**src/hw/rd_guard_defs.svh**
```systemverilog
// ------------------------------
// Read guard sizing macros
// Widths, tracker depth, tick divisor
// ------------------------------
`ifndef RD_GUARD_DEFS_SVH
`define RD_GUARD_DEFS_SVH

// AXI ID width
`define RD_ID_W 4

// AXI address width
`define RD_ADDR_W 32

// AxLEN width, beats = len + 1
`define RD_LEN_W 8

// Tick counter and budget width
`define RD_CNT_W 16

// Outstanding reads held by the tracker
`define RD_MAX_TXNS 4

// Clock cycles per tick
`define RD_PRESCALE_DIV 4

`endif

```
**src/hw/rd_guard_pkg.sv**
```systemverilog
// ------------------------------
// Read guard shared types
// Field types, fault causes, queue entry
// ------------------------------
`include "rd_guard_defs.svh"

package rd_guard_pkg;

  typedef logic [`RD_ID_W-1:0]   rd_id_t;
  typedef logic [`RD_ADDR_W-1:0] rd_addr_t;
  typedef logic [`RD_LEN_W-1:0]  rd_len_t;
  typedef logic [`RD_CNT_W-1:0]  rd_cnt_t;

  // One accepted read, oldest first in the tracker
  typedef struct packed {
    rd_id_t   id;
    rd_addr_t addr;
    rd_len_t  len;
    // Absolute tick time for the first R beat
    rd_cnt_t  deadline;
  } rd_txn_t;

  typedef enum logic [2:0] {
    FAULT_NONE       = 3'd0,
    FAULT_AR_STALL   = 3'd1,
    FAULT_FIRST_DATA = 3'd2,
    FAULT_BURST      = 3'd3,
    FAULT_UNEXPECTED = 3'd4
  } rd_fault_e;

endpackage

```
**src/hw/rd_prescaler.sv**
```systemverilog
// ------------------------------
// Tick pulse generator and tick time
// ------------------------------
`include "rd_guard_defs.svh"

module rd_prescaler #(
  parameter int unsigned RD_PRESCALE_DIV = `RD_PRESCALE_DIV
) (
  input  logic                  clk_i,
  input  logic                  rst_ni,
  output logic                  tick_o,
  output rd_guard_pkg::rd_cnt_t now_tick_o
);

  localparam int unsigned DIV_W = (RD_PRESCALE_DIV > 1) ? $clog2(RD_PRESCALE_DIV) : 1;
  localparam logic [DIV_W-1:0] LAST_CYC = DIV_W'(RD_PRESCALE_DIV - 1);

  logic [DIV_W-1:0] cyc_q;

  // Pulse on the last cycle of each division period
  assign tick_o = (cyc_q == LAST_CYC);

  always_ff @(posedge clk_i or negedge rst_ni) begin
    if (!rst_ni) begin
      cyc_q      <= '0;
      now_tick_o <= '0;
    end else begin
      if (tick_o) begin
        cyc_q      <= '0;
        // Wraps freely, checkers compare differences only
        now_tick_o <= now_tick_o + 1'b1;
      end else begin
        cyc_q <= cyc_q + 1'b1;
      end
    end
  end

endmodule

```
**src/hw/rd_ar_watch.sv**
```systemverilog
// ------------------------------
// AR channel stall timer
// ------------------------------
module rd_ar_watch (
  input  logic                  clk_i,
  input  logic                  rst_ni,
  input  logic                  tick_i,
  input  logic                  flush_i,
  input  logic                  ar_valid_i,
  input  logic                  ar_ready_i,
  input  rd_guard_pkg::rd_cnt_t budget_ar_i,
  output logic                  ar_fault_o
);

  import rd_guard_pkg::*;

  rd_cnt_t stall_cnt_q;
  logic    stalled;

  // Manager waits on the subordinate
  assign stalled = ar_valid_i && !ar_ready_i;

  // The latch flushes us the cycle after, so this stays a single pulse
  assign ar_fault_o = stalled && !flush_i && (stall_cnt_q > budget_ar_i);

  always_ff @(posedge clk_i or negedge rst_ni) begin
    if (!rst_ni) begin
      stall_cnt_q <= '0;
    end else begin
      if (flush_i || !stalled) begin
        stall_cnt_q <= '0;
      end else if (tick_i && (stall_cnt_q != '1)) begin
        // Saturate so a very long stall cannot wrap back under the budget
        stall_cnt_q <= stall_cnt_q + 1'b1;
      end
    end
  end

endmodule

```
**src/hw/rd_txn_queue.sv**
```systemverilog
// ------------------------------
// In-order tracker of accepted reads
// Outstanding beat sum, deadline stamping
// ------------------------------
`include "rd_guard_defs.svh"

module rd_txn_queue #(
  parameter int unsigned RD_MAX_TXNS = `RD_MAX_TXNS
) (
  input  logic                   clk_i,
  input  logic                   rst_ni,
  input  logic                   flush_i,
  input  logic                   ar_hs_i,
  input  rd_guard_pkg::rd_id_t   ar_id_i,
  input  rd_guard_pkg::rd_addr_t ar_addr_i,
  input  rd_guard_pkg::rd_len_t  ar_len_i,
  input  rd_guard_pkg::rd_cnt_t  now_tick_i,
  input  rd_guard_pkg::rd_cnt_t  unit_budget_first_i,
  input  logic                   pop_i,
  output logic                   head_valid_o,
  output rd_guard_pkg::rd_txn_t  head_txn_o,
  output logic                   overflow_o
);

  import rd_guard_pkg::*;

  localparam int unsigned PTR_W = (RD_MAX_TXNS > 1) ? $clog2(RD_MAX_TXNS) : 1;
  localparam int unsigned CNT_W = $clog2(RD_MAX_TXNS + 1);
  localparam logic [PTR_W-1:0] LAST_PTR = PTR_W'(RD_MAX_TXNS - 1);
  localparam logic [CNT_W-1:0] FULL_CNT = CNT_W'(RD_MAX_TXNS);

  rd_txn_t          mem_q [RD_MAX_TXNS];
  logic [PTR_W-1:0] wr_ptr_q, rd_ptr_q;
  logic [CNT_W-1:0] count_q;
  rd_cnt_t          beats_q;
  logic             full, enq, deq;
  rd_cnt_t          enq_beats, deq_beats;
  rd_txn_t          new_txn;

  // Pointer wrap also covers depths that are not a power of two
  function automatic logic [PTR_W-1:0] next_ptr(input logic [PTR_W-1:0] ptr);
    next_ptr = (ptr == LAST_PTR) ? '0 : ptr + 1'b1;
  endfunction

  assign full         = (count_q == FULL_CNT);
  assign head_valid_o = (count_q != '0);
  assign head_txn_o   = mem_q[rd_ptr_q];

  assign enq        = ar_hs_i && !full && !flush_i;
  assign deq        = pop_i && head_valid_o && !flush_i;
  assign overflow_o = ar_hs_i && full && !flush_i;

  assign enq_beats = rd_cnt_t'(ar_len_i) + 1'b1;
  assign deq_beats = rd_cnt_t'(head_txn_o.len) + 1'b1;

  // First-data budget grows with everything already queued ahead
  assign new_txn.id       = ar_id_i;
  assign new_txn.addr     = ar_addr_i;
  assign new_txn.len      = ar_len_i;
  assign new_txn.deadline = now_tick_i + unit_budget_first_i * (beats_q + enq_beats);

  always_ff @(posedge clk_i) begin
    if (enq) begin
      mem_q[wr_ptr_q] <= new_txn;
    end
  end

  always_ff @(posedge clk_i or negedge rst_ni) begin
    if (!rst_ni) begin
      wr_ptr_q <= '0;
      rd_ptr_q <= '0;
      count_q  <= '0;
      beats_q  <= '0;
    end else if (flush_i) begin
      wr_ptr_q <= '0;
      rd_ptr_q <= '0;
      count_q  <= '0;
      beats_q  <= '0;
    end else begin
      if (enq) begin
        wr_ptr_q <= next_ptr(wr_ptr_q);
      end
      if (deq) begin
        rd_ptr_q <= next_ptr(rd_ptr_q);
      end
      case ({enq, deq})
        2'b10:   count_q <= count_q + 1'b1;
        2'b01:   count_q <= count_q - 1'b1;
        default: count_q <= count_q;
      endcase
      beats_q <= beats_q + (enq ? enq_beats : '0) - (deq ? deq_beats : '0);
    end
  end

endmodule

```
**src/hw/rd_beat_check.sv**
```systemverilog
// ------------------------------
// Data phase checks on the oldest read
// Deadline, ID, beat count, burst time
// ------------------------------
module rd_beat_check (
  input  logic                  clk_i,
  input  logic                  rst_ni,
  input  logic                  tick_i,
  input  logic                  flush_i,
  input  logic                  r_hs_i,
  input  rd_guard_pkg::rd_id_t  r_id_i,
  input  logic                  r_last_i,
  input  logic                  head_valid_i,
  input  rd_guard_pkg::rd_txn_t head_txn_i,
  input  rd_guard_pkg::rd_cnt_t now_tick_i,
  input  rd_guard_pkg::rd_cnt_t unit_budget_burst_i,
  output logic                  pop_o,
  output logic                  late_o,
  output logic                  burst_late_o,
  output logic                  unexpected_o
);

  import rd_guard_pkg::*;

  localparam int unsigned BUDGET_W = $bits(rd_cnt_t) + $bits(rd_len_t) + 1;

  typedef enum logic {
    WAIT_FIRST,
    IN_BURST
  } rd_phase_e;

  rd_phase_e             phase_q;
  rd_len_t               beat_cnt_q;
  rd_cnt_t               burst_cnt_q;
  rd_cnt_t               since_deadline;
  logic [BUDGET_W-1:0]   burst_budget;
  logic                  id_ok, last_expected, beat_ok;

  // Wrap-safe "now is after deadline"
  assign since_deadline = now_tick_i - head_txn_i.deadline;
  assign burst_budget   = unit_budget_burst_i * ({1'b0, head_txn_i.len} + 1'b1);

  assign id_ok         = head_valid_i && (r_id_i == head_txn_i.id);
  assign last_expected = (beat_cnt_q == head_txn_i.len);
  assign beat_ok       = r_hs_i && id_ok && !flush_i;

  assign late_o = head_valid_i && (phase_q == WAIT_FIRST) && !flush_i &&
                  (since_deadline != '0) && !since_deadline[$bits(rd_cnt_t)-1];
  assign burst_late_o = (phase_q == IN_BURST) && !flush_i &&
                        (BUDGET_W'(burst_cnt_q) > burst_budget);
  // Empty tracker, foreign ID, or RLAST on the wrong beat
  assign unexpected_o = r_hs_i && !flush_i && (!id_ok || (r_last_i != last_expected));
  assign pop_o        = beat_ok && r_last_i && last_expected;

  always_ff @(posedge clk_i or negedge rst_ni) begin
    if (!rst_ni) begin
      phase_q     <= WAIT_FIRST;
      beat_cnt_q  <= '0;
      burst_cnt_q <= '0;
    end else if (flush_i || pop_o) begin
      phase_q     <= WAIT_FIRST;
      beat_cnt_q  <= '0;
      burst_cnt_q <= '0;
    end else begin
      if (beat_ok) begin
        phase_q    <= IN_BURST;
        beat_cnt_q <= beat_cnt_q + 1'b1;
      end
      // Timer starts at the first beat
      if ((phase_q == IN_BURST) && tick_i && (burst_cnt_q != '1)) begin
        burst_cnt_q <= burst_cnt_q + 1'b1;
      end
    end
  end

endmodule

```
**src/hw/rd_fault_latch.sv**
```systemverilog
// ------------------------------
// First fault record, IRQ, reset request
// ------------------------------
module rd_fault_latch (
  input  logic                    clk_i,
  input  logic                    rst_ni,
  input  logic                    ar_fault_i,
  input  logic                    overflow_i,
  input  logic                    late_i,
  input  logic                    burst_late_i,
  input  logic                    unexpected_i,
  input  rd_guard_pkg::rd_id_t    ar_id_i,
  input  rd_guard_pkg::rd_addr_t  ar_addr_i,
  input  rd_guard_pkg::rd_txn_t   head_txn_i,
  input  rd_guard_pkg::rd_id_t    r_id_i,
  input  logic                    reset_clear_i,
  output logic                    fault_active_o,
  output rd_guard_pkg::rd_fault_e fault_cause_o,
  output rd_guard_pkg::rd_id_t    fault_id_o,
  output rd_guard_pkg::rd_addr_t  fault_addr_o,
  output logic                    irq_o,
  output logic                    reset_req_o
);

  import rd_guard_pkg::*;

  logic      active_q;
  rd_fault_e cause_d;
  rd_id_t    id_d;
  rd_addr_t  addr_d;

  // Highest priority detect wins
  always_comb begin
    cause_d = FAULT_NONE;
    id_d    = '0;
    addr_d  = '0;
    if (ar_fault_i) begin
      cause_d = FAULT_AR_STALL;
      id_d    = ar_id_i;
      addr_d  = ar_addr_i;
    end else if (late_i || burst_late_i) begin
      cause_d = late_i ? FAULT_FIRST_DATA : FAULT_BURST;
      id_d    = head_txn_i.id;
      addr_d  = head_txn_i.addr;
    end else if (unexpected_i) begin
      cause_d = FAULT_UNEXPECTED;
      id_d    = r_id_i;
      // Head address only when the beat belongs to it
      addr_d  = (r_id_i == head_txn_i.id) ? head_txn_i.addr : '0;
    end else if (overflow_i) begin
      cause_d = FAULT_UNEXPECTED;
      id_d    = ar_id_i;
      addr_d  = ar_addr_i;
    end
  end

  always_ff @(posedge clk_i or negedge rst_ni) begin
    if (!rst_ni) begin
      active_q      <= 1'b0;
      fault_cause_o <= FAULT_NONE;
      fault_id_o    <= '0;
      fault_addr_o  <= '0;
    end else if (reset_clear_i) begin
      active_q      <= 1'b0;
      fault_cause_o <= FAULT_NONE;
      fault_id_o    <= '0;
      fault_addr_o  <= '0;
    end else if (!active_q && (cause_d != FAULT_NONE)) begin
      active_q      <= 1'b1;
      fault_cause_o <= cause_d;
      fault_id_o    <= id_d;
      fault_addr_o  <= addr_d;
    end
  end

  // Both held until software clears
  assign fault_active_o = active_q;
  assign irq_o          = active_q;
  assign reset_req_o    = active_q;

endmodule

```
**src/hw/rd_guard_top.sv**
```systemverilog
// ------------------------------
// AXI4 read channel guard top level
// ------------------------------
`include "rd_guard_defs.svh"

module rd_guard_top #(
  parameter int unsigned RD_MAX_TXNS     = `RD_MAX_TXNS,
  parameter int unsigned RD_PRESCALE_DIV = `RD_PRESCALE_DIV
) (
  input  logic                    clk_i,
  input  logic                    rst_ni,
  input  logic                    ar_valid_i,
  input  logic                    ar_ready_i,
  input  rd_guard_pkg::rd_id_t    ar_id_i,
  input  rd_guard_pkg::rd_addr_t  ar_addr_i,
  input  rd_guard_pkg::rd_len_t   ar_len_i,
  input  logic                    r_valid_i,
  input  logic                    r_ready_i,
  input  rd_guard_pkg::rd_id_t    r_id_i,
  input  logic                    r_last_i,
  input  rd_guard_pkg::rd_cnt_t   budget_ar_i,
  input  rd_guard_pkg::rd_cnt_t   unit_budget_first_i,
  input  rd_guard_pkg::rd_cnt_t   unit_budget_burst_i,
  input  logic                    reset_clear_i,
  output logic                    irq_o,
  output logic                    reset_req_o,
  output rd_guard_pkg::rd_fault_e fault_cause_o,
  output rd_guard_pkg::rd_id_t    fault_id_o,
  output rd_guard_pkg::rd_addr_t  fault_addr_o
);

  import rd_guard_pkg::*;

  logic    tick, ar_hs, r_hs, fault_active;
  rd_cnt_t now_tick;
  logic    head_valid, pop;
  rd_txn_t head_txn;
  logic    ar_fault, overflow, late, burst_late, unexpected;

  // Observed transfers
  assign ar_hs = ar_valid_i && ar_ready_i;
  assign r_hs  = r_valid_i && r_ready_i;

  rd_prescaler #(
    .RD_PRESCALE_DIV(RD_PRESCALE_DIV)
  ) i_prescaler (
    .clk_i     (clk_i),
    .rst_ni    (rst_ni),
    .tick_o    (tick),
    .now_tick_o(now_tick)
  );

  rd_ar_watch i_ar_watch (
    .clk_i      (clk_i),
    .rst_ni     (rst_ni),
    .tick_i     (tick),
    .flush_i    (fault_active),
    .ar_valid_i (ar_valid_i),
    .ar_ready_i (ar_ready_i),
    .budget_ar_i(budget_ar_i),
    .ar_fault_o (ar_fault)
  );

  rd_txn_queue #(
    .RD_MAX_TXNS(RD_MAX_TXNS)
  ) i_txn_queue (
    .clk_i              (clk_i),
    .rst_ni             (rst_ni),
    .flush_i            (fault_active),
    .ar_hs_i            (ar_hs),
    .ar_id_i            (ar_id_i),
    .ar_addr_i          (ar_addr_i),
    .ar_len_i           (ar_len_i),
    .now_tick_i         (now_tick),
    .unit_budget_first_i(unit_budget_first_i),
    .pop_i              (pop),
    .head_valid_o       (head_valid),
    .head_txn_o         (head_txn),
    .overflow_o         (overflow)
  );

  rd_beat_check i_beat_check (
    .clk_i              (clk_i),
    .rst_ni             (rst_ni),
    .tick_i             (tick),
    .flush_i            (fault_active),
    .r_hs_i             (r_hs),
    .r_id_i             (r_id_i),
    .r_last_i           (r_last_i),
    .head_valid_i       (head_valid),
    .head_txn_i         (head_txn),
    .now_tick_i         (now_tick),
    .unit_budget_burst_i(unit_budget_burst_i),
    .pop_o              (pop),
    .late_o             (late),
    .burst_late_o       (burst_late),
    .unexpected_o       (unexpected)
  );

  rd_fault_latch i_fault_latch (
    .clk_i         (clk_i),
    .rst_ni        (rst_ni),
    .ar_fault_i    (ar_fault),
    .overflow_i    (overflow),
    .late_i        (late),
    .burst_late_i  (burst_late),
    .unexpected_i  (unexpected),
    .ar_id_i       (ar_id_i),
    .ar_addr_i     (ar_addr_i),
    .head_txn_i    (head_txn),
    .r_id_i        (r_id_i),
    .reset_clear_i (reset_clear_i),
    .fault_active_o(fault_active),
    .fault_cause_o (fault_cause_o),
    .fault_id_o    (fault_id_o),
    .fault_addr_o  (fault_addr_o),
    .irq_o         (irq_o),
    .reset_req_o   (reset_req_o)
  );

endmodule

```
**config.mk**
```make
export PLATFORM = sky130hd
export DESIGN_NAME = rd_guard_top
export DESIGN_NICKNAME = d
export VERILOG_FILES = /design/src/hw/rd_guard_pkg.sv /design/src/hw/rd_prescaler.sv /design/src/hw/rd_ar_watch.sv /design/src/hw/rd_txn_queue.sv /design/src/hw/rd_beat_check.sv /design/src/hw/rd_fault_latch.sv /design/src/hw/rd_guard_top.sv
export VERILOG_INCLUDE_DIRS = /design/src /design/src/hw
export SDC_FILE = /design/constraint.sdc
export NUM_CORES = 1
export LEC_CHECK = 0
export BUFFER_PORTS_ARGS = -buffer_cell sky130_fd_sc_hd__buf_4
export CAP_MARGIN = 20
export CORE_AREA = 4 4 218 220
export CTS_BUF_LIST = sky130_fd_sc_hd__clkbuf_16
export DETAILED_ROUTE_END_ITERATION = 12
export DIE_AREA = 0 0 222 224
export GPL_TIMING_DRIVEN = 0
export PLACE_DENSITY_LB_ADDON = 0.3
export SLEW_MARGIN = 20
export SYNTH_ARGS = -nofsm -noshare
export SYNTH_HDL_FRONTEND = slang
export SYNTH_SLANG_ARGS = --single-unit
```
**constraint.sdc**
```tcl
create_clock -name clk_i -period 9.93 [get_ports clk_i]
set_input_delay 1.4895 -clock clk_i [delete_from_list [all_inputs] [get_ports clk_i]]
set_output_delay 1.4895 -clock clk_i [all_outputs]
set_load 0.01 [all_outputs]
```
==> results.md <==
* GRT Overall Usage at 25.8%
* Core ar. at 45300 um2
* Synth warn at 0
* Worst-skew pair later-pin latency at 0.55 ns
* DPL Wire Length at 47800 um
* Total Routed Length at 63600 um
* H-Tree Depth at 2
* Post-synth top area cell: edfxtp_1
* ANT nets after route at 0
* HP Class: flip-flop to flip-flop
* RD Place Congestion at 0.904
* Final cycle utilization of the critical path at 95.2%
* Residual DRC at 0
* Slowest-stage cell, CP: or4_1
* Syn Nets at 2982
* Number of global-route vias before repair at 20000
* Netlist cell types at 73
* DIE WIDTH at 222 um
* Max-slew headroom at 36.1%
* End of the worst hold path: i_prescaler.cyc_q[0]
* Setup violators final at 0
* CP endpoint kind: flip-flop
* Vias at 18900
* Worst path most repeated cell: fa_1
* Predominant post-synthesis flop cell: edfxtp_1
* CP Class: flip-flop to flip-flop
* Root buf cell: clkbuf_16
* Placed Area at 29000 um2
* Most frequent cells after synthesis: inv_1, edfxtp_1, nor2_1
* Arr. time, crit path at 9.90 ns
* Clock buffer count from CTS at 39
* Layout cells sized above 1 at 12.2%
* Max incr delay on CP at 0.54 ns
* Gate Count Post-Synth at 2486
* Die H at 224 um
* Hold depth at 1
* Pre-antenna DRT Iters at 5
* Vias/cell at 5.71
* Fin nets at 3169
* Die area at 49700 um2
* Worst-path maximum fanout at 10
* Max Root-Sink Buffers at 3
* Post-synth ARST share at 33.7%
* HP Start: i_prescaler.cyc_q[0]
* Mapped Avg Cell Area at 10.9 um2
* Required @ worst endpoint at 10.37 ns
* R2R setup slack at 0.47 ns
* Synthesis-to-layout area growth at 12.1%
* First-pass GRT wire length at 103000 um
* Sum Neg Setup Slack at 0 ns
* PortBufs at 141
* Largest net degree at the start of global routing at 80
* Max Slew Vio Count at 0
* Final hold violation count at 0
* Reg-to-Reg Start: i_txn_queue.rd_ptr_q[0]
* Setup crit start kind: flip-flop
* Cell Area, Synth at 27100 um2
* Initial antenna violation count at 4
* Synth top area cells: edfxtp_1, fa_1, dfrtp_1
* Reg2reg end: i_fault_latch.fault_addr_o[11]
* # fillers at 3393
* Number of enable flip-flop cells after synthesis at 240
* IO Pins at 145
* F_max at 106 MHz
* # clock sinks at 362
* Worst slew pin tran at 0.959 ns
* Total congestion overflow at 0
* Seq/Total Area, Yosys at 37.9%
* Multi-input gate area at 15200 um2
* Row cnt at 78
* Status: finished clean
* Synth Register Bits at 362
* Cell area after layout at 30400 um2
* Clock transition at path regs at 0.06 ns
* Minimum clock period at 9.46 ns
* Register-to-Register Path Depth at 35
* Routed wire per std cell at 19.2 um
* Top-count cell post-synth: inv_1
* Initial core utilization at 59.8%
* Synth top area share at 26.6%
* FF/Latch Area at 10300 um2
* TritonCTS clock tree: built
* Post-Route Skew at 0.00856 ns
* Max-Cap Viols at 0
* DR iter-0 viols at 1438
==> what timing repair did <==
action                     CTS  global route
hold buffers                 0             0
pin swaps                    2             2
setup endpoints to repair   35            38
setup buffers                1             2
cloned                       0             0
gates resized for setup     21            28
==> sequential cells by signal, summed over array words and instances (netlist names), 2 cells and up <==
register / count
i_ar_watch.stall_cnt_q: 16
i_beat_check.beat_cnt_q: 8
i_beat_check.burst_cnt_q: 16
i_fault_latch.fault_addr_o: 32
i_fault_latch.fault_cause_o: 3
i_fault_latch.fault_id_o: 4
i_prescaler.cyc_q: 2
i_prescaler.now_tick_o: 16
i_txn_queue.beats_q: 16
i_txn_queue.count_q: 3
i_txn_queue.mem_q: 240
i_txn_queue.rd_ptr_q: 2
i_txn_queue.wr_ptr_q: 2
==> worst max path at each step <==
stage	from	to	slack, ns	cells after the start
CTS	i_txn_queue.rd_ptr_q[0]	i_fault_latch.fault_addr_o[4]	0.004	39
detailed placement	i_txn_queue.rd_ptr_q[0]	i_fault_latch.fault_addr_o[9]	-0.83	39
global placement	i_txn_queue.rd_ptr_q[0]	i_fault_latch.fault_addr_o[9]	-0.63	39
finish	i_txn_queue.rd_ptr_q[0]	i_fault_latch.fault_addr_o[11]	0.47	35
global route	i_txn_queue.rd_ptr_q[0]	i_fault_latch.fault_addr_o[11]	-0.03	40
floorplan	i_txn_queue.rd_ptr_q[0]	i_fault_latch.fault_addr_o[10]	1.54	41
==> layout make-up <==
class	count	share of cell area, %
inverters	390	4.82
flip-flops and latches	362	33.8
diodes	5	0.0412
clock buffers	39	3.21
clock inverters	32	0.531
well taps	600	2.47
plain buffers	77	1.19
repair buffers	149	3.94
multi-input cells	1654	50.0
==> logic make-up (layout without fill, tap and decap cells) <==
| logic type | count (synthesis) | in the layout | synth area share (%) |
|---|---|---|---|
| adders and majority gates | 392 | 392 | 23.8 |
| muxes | 75 | 75 | 5.51 |
| AOI/OAI and AO/OA | 242 | 242 | 6.42 |
| other | 0 | 5 | 0 |
| xor gates and xnor gates | 155 | 155 | 5.11 |
| and+or+nand+nor | 790 | 790 | 14.6 |
| buffers and inverters | 470 | 687 | 6.66 |
| DFF | 362 | 362 | 37.9 |
==> worst max-delay path: cells and delay by family (launching register included) <==
family	cells	cell delay (ns)
DFF	1	0.36
and+or+nand+nor	12	2.96
buffers and inverters	8	1.32
muxes	1	0.41
xor gates and xnor gates	1	0.08
adders and majority gates	7	2.82
AOI/OAI and AO/OA	6	1.36
==> metal layers <==
| layer | routed length, um | GRT usage, % | vias to the layer above |
|---|---|---|---|
| met4 | 2200 | 9.48 | 0 |
| li1 | - | - | 8678 |
| met5 | 0 | 0 | - |
| met2 | 31000 | 43.0 | 609 |
| met3 | 3900 | 4.35 | 140 |
| met1 | 26500 | 34.4 | 9478 |
==> layout by cell type, fill, tap and decap left out, types with 17 or more instances in the layout <==
cell / netlist / final
nand4_1: 26 / 26
nand3_1: 36 / 34
clkbuf_1: 60 / 48
and2_1: 76 / 72
nand2_1: 215 / 215
dfrtp_1: 122 / 122
nor2_1: 216 / 214
nand2b_1: 31 / 31
clkbuf_16: 0 / 39
a21o_1: 22 / 22
a21oi_1: 60 / 59
edfxtp_1: 240 / 240
o21a_1: 20 / 20
mux4_2: 59 / 59
o221a_1: 26 / 26
o21ai_0: 38 / 38
nor4_2: 20 / 21
fa_1: 205 / 205
inv_1: 390 / 398
buf_4: 3 / 145
and3_1: 19 / 18
xnor2_1: 106 / 103
nor2b_1: 86 / 86
ha_1: 187 / 186
xor2_1: 47 / 44
nor3_1: 19 / 17
==> stage by stage <==
stage	setup WS (ns)	util [%]	cells	hold WS (ns)
3_3_place_gp	-0.630	63.8	3227	0.414
3_5_place_dp	-0.830	64.1	3232	0.417
4_1_cts	0.00441	66.8	3302	0.433
2_1_floorplan	1.54	-	2486	0.403
6_report	0.473	67.1	3308	0.436
5_1_grt	-0.0285	67.1	3305	0.436
Power is left out: the tool's default activity adds up to more than one toggle a clock period on the data nets, which glitch-free logic cannot reach.
